[config.mk]
export PLATFORM = sky130hd
export DESIGN_NAME = rename_map
export DESIGN_NICKNAME = d
export VERILOG_FILES = /design/src/backend_pkg.sv /design/src/rename_map.sv
export SDC_FILE = /design/constraint.sdc
export NUM_CORES = 1
export LEC_CHECK = 0
export BUFFER_PORTS_ARGS = -buffer_cell sky130_fd_sc_hd__clkbuf_2
export CORE_MARGIN = 4
export CORE_UTILIZATION = 50
export CTS_CLUSTER_DIAMETER = 100
export CTS_CLUSTER_SIZE = 8
export DETAILED_ROUTE_END_ITERATION = 10
export GPL_ROUTABILITY_DRIVEN = 0
export PLACE_DENSITY = 0.71
export SKIP_LAST_GASP = 1
export SYNTH_ARGS = -nofsm -noshare
export SYNTH_HDL_FRONTEND = slang
export SYNTH_SLANG_ARGS = --single-unit
[constraint.sdc]
create_clock -name clk -period 1.75 [get_ports clk]
set_input_delay 0.175 -clock clk [delete_from_list [all_inputs] [get_ports clk]]
set_output_delay 0.175 -clock clk [all_outputs]
set_load 0.005 [all_outputs]
[src/backend_pkg.sv]
package backend_pkg;

    // reorder buffer sizing
    localparam int rob_depth = 16;
    localparam int rob_idx_w = 4;

    // register file sizing
    localparam int num_phys = 64;
    localparam int phys_w   = 6;
    localparam int arch_w   = 5;
    localparam int num_arch = 32;
    localparam int fl_depth = num_phys - num_arch;  // regs not mapped at reset
    localparam int fl_idx_w = 5;

    // retire record field widths
    localparam int xlen    = 32;
    localparam int order_w = 64;

    localparam logic [xlen-1:0] nop_inst = 32'h13;  // addi x0, x0, 0

    typedef enum logic [6:0] {
        op_lui   = 7'b0110111,
        op_auipc = 7'b0010111,
        op_jal   = 7'b1101111,
        op_jalr  = 7'b1100111,
        op_br    = 7'b1100011,
        op_load  = 7'b0000011,
        op_store = 7'b0100011,
        op_imm   = 7'b0010011,
        op_reg   = 7'b0110011
    } opcode_t;

    typedef enum logic {
        disp_idle,
        disp_ack
    } dispatch_state_t;

endpackage

[src/rename_map.sv]
`timescale 1ns/1ps

module rename_map (
    input  logic                           clk,
    input  logic                           rst,
    input  logic [backend_pkg::arch_w-1:0] rs1,
    input  logic [backend_pkg::arch_w-1:0] rs2,
    input  logic [backend_pkg::arch_w-1:0] rd,
    input  logic                           we,
    input  logic [backend_pkg::phys_w-1:0] new_pd,
    output logic [backend_pkg::phys_w-1:0] ps1,
    output logic [backend_pkg::phys_w-1:0] ps2,
    output logic [backend_pkg::phys_w-1:0] old_pd
);

    logic [backend_pkg::phys_w-1:0] map [backend_pkg::num_arch];

    // reads see the table before this cycle's write
    assign ps1    = map[rs1];
    assign ps2    = map[rs2];
    assign old_pd = map[rd];

    always_ff @(posedge clk) begin
        if (rst) begin
            for (int i = 0; i < backend_pkg::num_arch; i++) begin
                map[i] <= backend_pkg::phys_w'(i);  // identity
            end
        end else if (we && rd != '0) begin  // x0 stays on p0
            map[rd] <= new_pd;
        end
    end

endmodule

==> flow_summary.json <==
{
  "drt-total-wl_um": 39680,
  "finalCritPeriodShare": 1.326,
  "rsz0062_at_grt": "true",
  "drcViolationCount": 0,
  "status": "complete, but fails checks",
  "hold_ws_ps": 285.8,
  "top_regs": "map: 192 flops",
  "crit_arrival_ps": 2140,
  "crit_slowest_cell": "mux4_2",
  "stdcell_count": 1339,
  "cp_cell_sequence": "mux4_2 -> a22o_1 -> a221oi_2 -> nand3_1 -> clkbuf_2",
  "io_buffers": 41,
  "ant_nets": 0,
  "fin_tns_setup_ps": -7386,
  "place_inst": 1305,
  "cp_max_fo": 3,
  "yosys.area.top_type": "edfxtp_1",
  "post-route-util": 0.6266,
  "cts_tree": "yes",
  "grt_max_degree": 32,
  "syn_to_final_growth_pct": 23.37,
  "cts_buffer_depth": 2,
  "viasPerCell": 6.969,
  "grt_pass1_wl_um": 58410,
  "dp_hpwl_um": 28930,
  "vias": 9332,
  "place_area_sq_um": 13630,
  "synth_top_area_share": 0.4851,
  "max_freq_mhz": 431.1,
  "report.final.setup_viol": 18,
  "ys_top_cells_by_area": "edfxtp_1, mux4_2, or3_1, o22ai_1, mux2i_1",
  "ir_drop_uv": 549.2,
  "core_area_sq_um": 23400,
  "fill_cells": 1748,
  "grt.total_usage": 0.3041,
  "gr-total-overflow": 0,
  "cp_slowest_stage_delay_ps": 490,
  "synth_cell_types": 38,
  "cap_violations": 0,
  "p_per_area_nw_per_um2": 803.9,
  "n_antenna_cell": 0,
  "drive_above_1_share": 0.4637,
  "cts_hold_buffers": 0,
  "finalCriticalPeriod_ps": 2320,
  "crit_path_end_kind": "primary output",
  "drtIter0Drc": 1361,
  "antenna_found_initial": 0,
  "total_leakage_power_nw": 5.153,
  "grt_pass1_vias": 9186,
  "cts_root_buf": "clkbuf_16",
  "syn_area_per_cell_sq_um": 13.98,
  "layout_commonest_cell": "edfxtp_1",
  "nNetsFinal": 1031,
  "layout_setup_ws_ps": -569.9,
  "start_kind": "register",
  "ios": 42,
  "post-place-ws_ps": -336.0,
  "synth_cells": 850,
  "final_cell_mix": "edfxtp_1, buf_4, mux4_2, or3_1, nor3_1",
  "tightest_slew_ps": 728.7,
  "ys_ff_latch": 192,
  "rows": 56,
  "totalPowerFinal_mw": 11.79,
  "clk_pin_slew_ps": 80,
  "die-area_sq_um": 26300,
  "path_class": "register to primary output",
  "synth.yosys.warnings": 0,
  "hold_violations": 0,
  "slew_headroom": 0.5142,
  "die_h_um": 162.2,
  "wl_per_cell_um": 29.63,
  "seq_area_frac_synth": 0.4851,
  "stdcell_area_sq_um": 14660,
  "hold_class": "input pin to register",
  "cts_buffers": 17,
  "timing.final.max_slew_violations": 0,
  "largest_reg_flops": 192,
  "cp.required_ps": 1570,
  "cts.sinks": 192,
  "regMostFlops": "map",
  "dr.pass1.iters": 5,
  "start_util": 0.5079,
  "die_x_um": 162.2,
  "violations": "setup timing",
  "synthesis.area_sq_um": 11890,
  "h-tree-depth": 4
}
synth_stat cells:
library cell	number
mux4_2	129
o22ai_1	48
a31oi_1	1
buf_6	7
nor3b_2	1
edfxtp_1	192
nand4b_2	1
and3_1	21
a22o_1	3
nand3b_1	9
conb_1	1
or3_1	63
nand4_1	3
or2_2	31
a21oi_1	3
buf_2	23
nor2b_1	4
mux2i_1	28
inv_1	2
a221oi_1	2
nor2_1	38
buf_12	2
clkbuf_1	43
nor3_1	42
nor4_1	12
buf_1	4
and3b_1	3
and2_1	41
clkbuf_2	1
nand3_1	16
nand2b_1	7
buf_4	14
mux4_1	1
or2_1	2
nand2_1	24
or3b_2	4
nor3b_1	1
a22oi_1	23
cells by family (layout without fill, tap and decap cells):
group	count (synthesis)	count (layout)	synth area share
flip-flops	192	192	0.4851
other	1	6	0.0003155
AO/OA/AOI/OAI	80	80	0.04527
AND/OR/NAND/NOR	323	323	0.1546
buffers and inverters	96	261	0.04443
multiplexers	158	158	0.2702
report_power, final:
part           switching [mW]  total [mW]  internal [mW]  leakage [nW]
registers               0.257        5.57           5.32          1.87
logic                    1.10        2.17           1.07          2.99
clock network            1.88        4.04           2.16         0.294
critical path, delay by kind of cell (launching register included):
family,cells,cell delay [ps]
buffers and inverters,1,140
and+or+nand+nor,1,150
AOI/OAI and AO/OA,2,440
muxes,1,490
DFF,1,480
area by class of cell:
cell class	instances	area [sq um]	area share
multi-input combinational	567	6017	0.4104
sequential	192	5766	0.3932
timing repair buffer	227	1874	0.1278
clock buffer	17	425.4	0.02901
tap	319	399.1	0.02722
clock inverter	15	173.9	0.01186
inverter	2	7.507	0.0005120
layer usage:
| layer | up-vias | track usage | part of all wire |
|---|---|---|---|
| li1 | 3769 | - | - |
| met1 | 4665 | 0.3950 | 0.35 |
| met2 | 749 | 0.4918 | 0.48 |
| met3 | 149 | 0.07942 | 0.12 |
| met4 | 0 | 0.1269 | 0.051 |
| met5 | - | 0 | 0 |
path summary, 6_finish.rpt:
check / from / slack [ps] / depth (start not counted) / to
max: map[21][3] / -570 / 5 / old_pd[3]
min: rst / 290 / 2 / map[0][0]
what timing repair did:
item                                    4_1_cts  5_1_grt
hold endpoints to repair                      0        0
pin swaps                                    19        8
gates resized for setup                      56       12
buffers inserted                              3        3
endpoints found under the setup margin       18       18
No activity file was read; power rests on OpenSTA's default activity.
