--- config.mk ---
export PLATFORM = sky130hd
export DESIGN_NAME = free_list
export DESIGN_NICKNAME = d
export VERILOG_FILES = /design/src/backend_pkg.sv /design/src/free_list.sv
export SDC_FILE = /design/constraint.sdc
export NUM_CORES = 1
export LEC_CHECK = 0
export BUFFER_PORTS_ARGS = -buffer_cell sky130_fd_sc_hd__buf_4
export CAP_MARGIN = 20
export CORE_MARGIN = 2
export CORE_UTILIZATION = 50
export DETAILED_ROUTE_END_ITERATION = 10
export PLACE_DENSITY = 0.76
export SLEW_MARGIN = 20
export SYNTH_ARGS = -nofsm -noshare
export SYNTH_HDL_FRONTEND = slang
export SYNTH_SLANG_ARGS = --single-unit
export TNS_END_PERCENT = 100
--- constraint.sdc ---
create_clock -name clk -period 3.44 [get_ports clk]
set_input_delay 0.688 -clock clk [delete_from_list [all_inputs] [get_ports clk]]
set_output_delay 0.688 -clock clk [all_outputs]
set_load 0.05 [all_outputs]
--- src/backend_pkg.sv ---
package backend_pkg;

    // reorder buffer sizing
    localparam int rob_depth = 16;
    localparam int rob_idx_w = 4;

    // register file sizing
    localparam int num_phys = 64;
    localparam int phys_w   = 6;
    localparam int arch_w   = 5;
    localparam int num_arch = 32;
    localparam int fl_depth = num_phys - num_arch;  // regs not mapped at reset
    localparam int fl_idx_w = 5;

    // retire record field widths
    localparam int xlen    = 32;
    localparam int order_w = 64;

    localparam logic [xlen-1:0] nop_inst = 32'h13;  // addi x0, x0, 0

    typedef enum logic [6:0] {
        op_lui   = 7'b0110111,
        op_auipc = 7'b0010111,
        op_jal   = 7'b1101111,
        op_jalr  = 7'b1100111,
        op_br    = 7'b1100011,
        op_load  = 7'b0000011,
        op_store = 7'b0100011,
        op_imm   = 7'b0010011,
        op_reg   = 7'b0110011
    } opcode_t;

    typedef enum logic {
        disp_idle,
        disp_ack
    } dispatch_state_t;

endpackage

--- src/free_list.sv ---
`timescale 1ns/1ps

module free_list (
    input  logic                           clk,
    input  logic                           rst,
    input  logic                           pop,
    input  logic                           push,
    input  logic [backend_pkg::phys_w-1:0] push_pd,
    output logic [backend_pkg::phys_w-1:0] head_pd,
    output logic                           empty
);

    logic [backend_pkg::phys_w-1:0] mem [backend_pkg::fl_depth];
    logic [backend_pkg::fl_idx_w:0] head_ptr;  // top bit is the wrap flag
    logic [backend_pkg::fl_idx_w:0] tail_ptr;

    assign head_pd = mem[head_ptr[backend_pkg::fl_idx_w-1:0]];
    assign empty   = (head_ptr == tail_ptr);

    always_ff @(posedge clk) begin
        if (rst) begin
            // starts full with the regs above the arch range
            for (int i = 0; i < backend_pkg::fl_depth; i++) begin
                mem[i] <= backend_pkg::phys_w'(backend_pkg::num_arch + i);
            end
            head_ptr <= '0;
            tail_ptr <= {1'b1, {backend_pkg::fl_idx_w{1'b0}}};
        end else begin
            if (pop) begin
                head_ptr <= head_ptr + 1'b1;
            end
            if (push) begin
                mem[tail_ptr[backend_pkg::fl_idx_w-1:0]] <= push_pd;
                tail_ptr <= tail_ptr + 1'b1;
            end
        end
    end

    // dispatch must check empty before allocating
    assert property (@(posedge clk) disable iff (rst) pop |-> !empty)
        else $error("free list popped while empty");

endmodule

==> results.md <==
- Share of cells above drive strength 1: 22.85%
- Clock Tree Buf Depth: 3
- Crit path capture: head_pd[2]
- Grt total ovfl: 0
- Leak Pwr: 0.003064 uW
- 1st-iter DRT viols: 651
- Worst Hold Slack: 0.5062 ns
- Setup Crit Path Kind: flop to primary output
- Post-Route Setup TNS: 0 ns
- Worst Skew: 0.01416 ns
- Worst VDD drop: 249.4 uV
- Final worst path period share: 99.04%
- Starting Density: 51.14%
- Count leader, synth: edfxtp_1
- Die area: 0.02032 mm^2
- # port buffers: 16
- #FFs+latches synth: 209
- Post-synthesis cell area: 0.009598 mm^2
- Vias in the first global route: 5717
- CP arrival: 2.72 ns
- Sequential cell area: 0.006113 mm^2
- Max H-tree Level: 1
- Worst R2R Setup Slack: 0.93 ns
- PwrDens: 510.4 mW/mm^2
- Final instance area: 0.01065 mm^2
- Worst Tran Pin Value: 1.055 ns
- Post-layout net count: 673
- Dpl hpwl: 13.84 mm
- Status: completed
- Remaining DRCs: 0
- TritonCTS clock tree: built
- Async SR Flop Fraction: 0%
- Final hold vios: 0
- Worst r2r src: tail_ptr[4]
- CTS buffer count: 22
- Synthesized instance count: 662
- Setup bufs post-CTS: 0
- CTS Sinks: 209
- Post-DR vias/cell: 6.381
- Post-CTS Hold Fix Bufs: 0
- PnR Total Power: 5435 uW
- Clock Latency Late Sink: 0.50 ns
- Commonest cells in the netlist: 192 x edfxtp_1, 66 x or3_1, 60 x mux4_2
- Max incr delay on CP: 0.56 ns
- Pin count of the biggest net entering global routing: 53
- Hold Path Class: primary input to flop
- Max Slew Vio Count: 0
- Root buf cell: clkbuf_16
- Via count: 5794
- Crit. End Element: primary output
- R2r worst-path depth: 3
- Average wire per standard cell: 24.98 um
- Slew HR: 29.49%
- Crit path time final: 3.407 ns
- Crit-path most repeated cell: mux4_2
- Syn_area_per_cell: 14.50 um^2
- Final Setup Violations: 0
- CTS clk-pin slew, worst paths: 0.06 ns
- Routed WL: 22.68 mm
- Placeable core area: 0.01877 mm^2
- Total I/O pin count: 17
- F_max: 0.2935 GHz
- Worst setup SP type: flop
- Worst r2r dst: mem[18][0]
- First-pass GRT wire length: 34.29 mm
- Synth Flop Type: edfxtp_1
- Ys Warns: 0
- Diode count: 0
- Seq/Total Area, Yosys: 63.62%
- Number of enable flip-flop cells after synthesis: 192
- Area Overhead vs Synth: 10.94%
- Final GP Congestion: 0.8491
- Multi-input gate area: 0.003219 mm^2
- Final-layout fill cell count: 1410
- Antenna Nets Post-Route: 0
- Slowest CP cell: mux4_2
- Area leader, netlist: edfxtp_1
- WP data required: 2.75 ns
- Worst path cell trace: buf_16 -> mux4_2 -> mux4_2 -> mux2_2 -> buf_6
- RSZ-0062 raised after global routing: no
- Die height: 142.6 um
- Row cnt: 50
- Critical Path Fanout Max: 12
- All-Layer GR Usage: 22.86%
- Max-Cap Viols: 0
- Top cells by area, synth: edfxtp_1 60%, mux4_2 14%, or3_1 4.3%, dfxtp_1 3.5%, nand2_1 2.0%
- Netlist cell types: 30
- Post-synth top area share: 60.07%
- Initial antenna violation count: 0
- DIE WIDTH: 142.6 um
- Number of iterations in the first detailed-routing pass: 6
- Synth Net Count: 677
- Placed instance area: 0.009905 mm^2
[report_power, final]
| group | total, uW | switching, uW | internal [uW] |
|---|---|---|---|
| Sequential | 2840 | 30.2 | 2810 |
| Combinational | 444 | 266 | 178 |
| Clock | 2150 | 938 | 1210 |
[state kept, by name (all words and copies together) (netlist names), named ones only]
name      cells
mem         192
tail_ptr      6
head_ptr      6
[cell usage in the layout (no fill, tap or decap), drive strengths merged, types with 2 or more instances in the layout]
cell    count
edfxtp    192
or3        66
mux4       60
nand2      52
nor2       51
nor3       32
buf        31
clkbuf     28
and2       26
or2        21
dfxtp      17
clkinv     13
nand3      10
nand2b      9
xor2        8
nand3b      7
mux2        6
xnor2       6
and3        6
inv         5
nand4       5
ha          5
or3b        4
nor3b       3
and3b       3
o21bai      2
mux2i       2
o21ai       2
[how the worst min path moves through the flow]
stage	end	cells past startpoint	slack (ns)	from
2_1_floorplan	head_ptr[5]	2	0.47	head_ptr[5]
3_3_place_gp	head_ptr[5]	2	0.49	head_ptr[5]
3_5_place_dp	head_ptr[5]	2	0.51	head_ptr[5]
4_1_cts	head_ptr[0]	3	0.50	pop
5_1_grt	tail_ptr[1]	3	0.55	push
6_report	head_ptr[0]	3	0.51	pop
[cells by family after synthesis]
kind of cell    share of synthesized area [%]
compound gates                         0.3128
xor+xnor                                1.278
fa+ha+maj                              0.6518
buf+inv                                 2.842
flops                                   63.62
mux                                     14.99
simple gates                            16.31
[metal layers]
layer  up-vias  part of all wire [%]  global-route usage (%)
met1      2935                    39                   31.96
li1       2485                     -                       -
met2       330                    50                   37.37
met3        44                   9.2                   3.802
met4         0                   2.3                   6.722
met5         -                     0                       0
[what timing repair did]
action	4_1_cts	5_1_grt
setup endpoints to repair	6	4
pin swaps	0	0
gates cloned	1	2
resized for setup	4	1
[layout make-up]
type	count	area share [%]
tap	234	2.750
timing repair buffer	33	3.337
multi-input combinational	387	30.24
inverter	5	0.1763
sequential	209	57.41
clock buffer	26	5.511
clock inverter	14	0.5758
[metrics by stage]
step | setup slack, ns | util [%] | instances
3_5_place_dp | 0.4253 | 52.77 | 865
6_report | 0.03290 | 56.73 | 908
3_3_place_gp | 0.4347 | 52.77 | 865
4_1_cts | 0.003413 | 56.45 | 906
2_1_floorplan | 0.5594 | - | 662
5_1_grt | 0.006211 | 56.73 | 908
[worst max-delay path: cells and delay by family (launching register included)]
family	cells	cell delay, ns
buf+inv	2	0.37
flops	1	0.45
mux	3	1.40
Note: power is estimated with default switching activity, not from simulation.
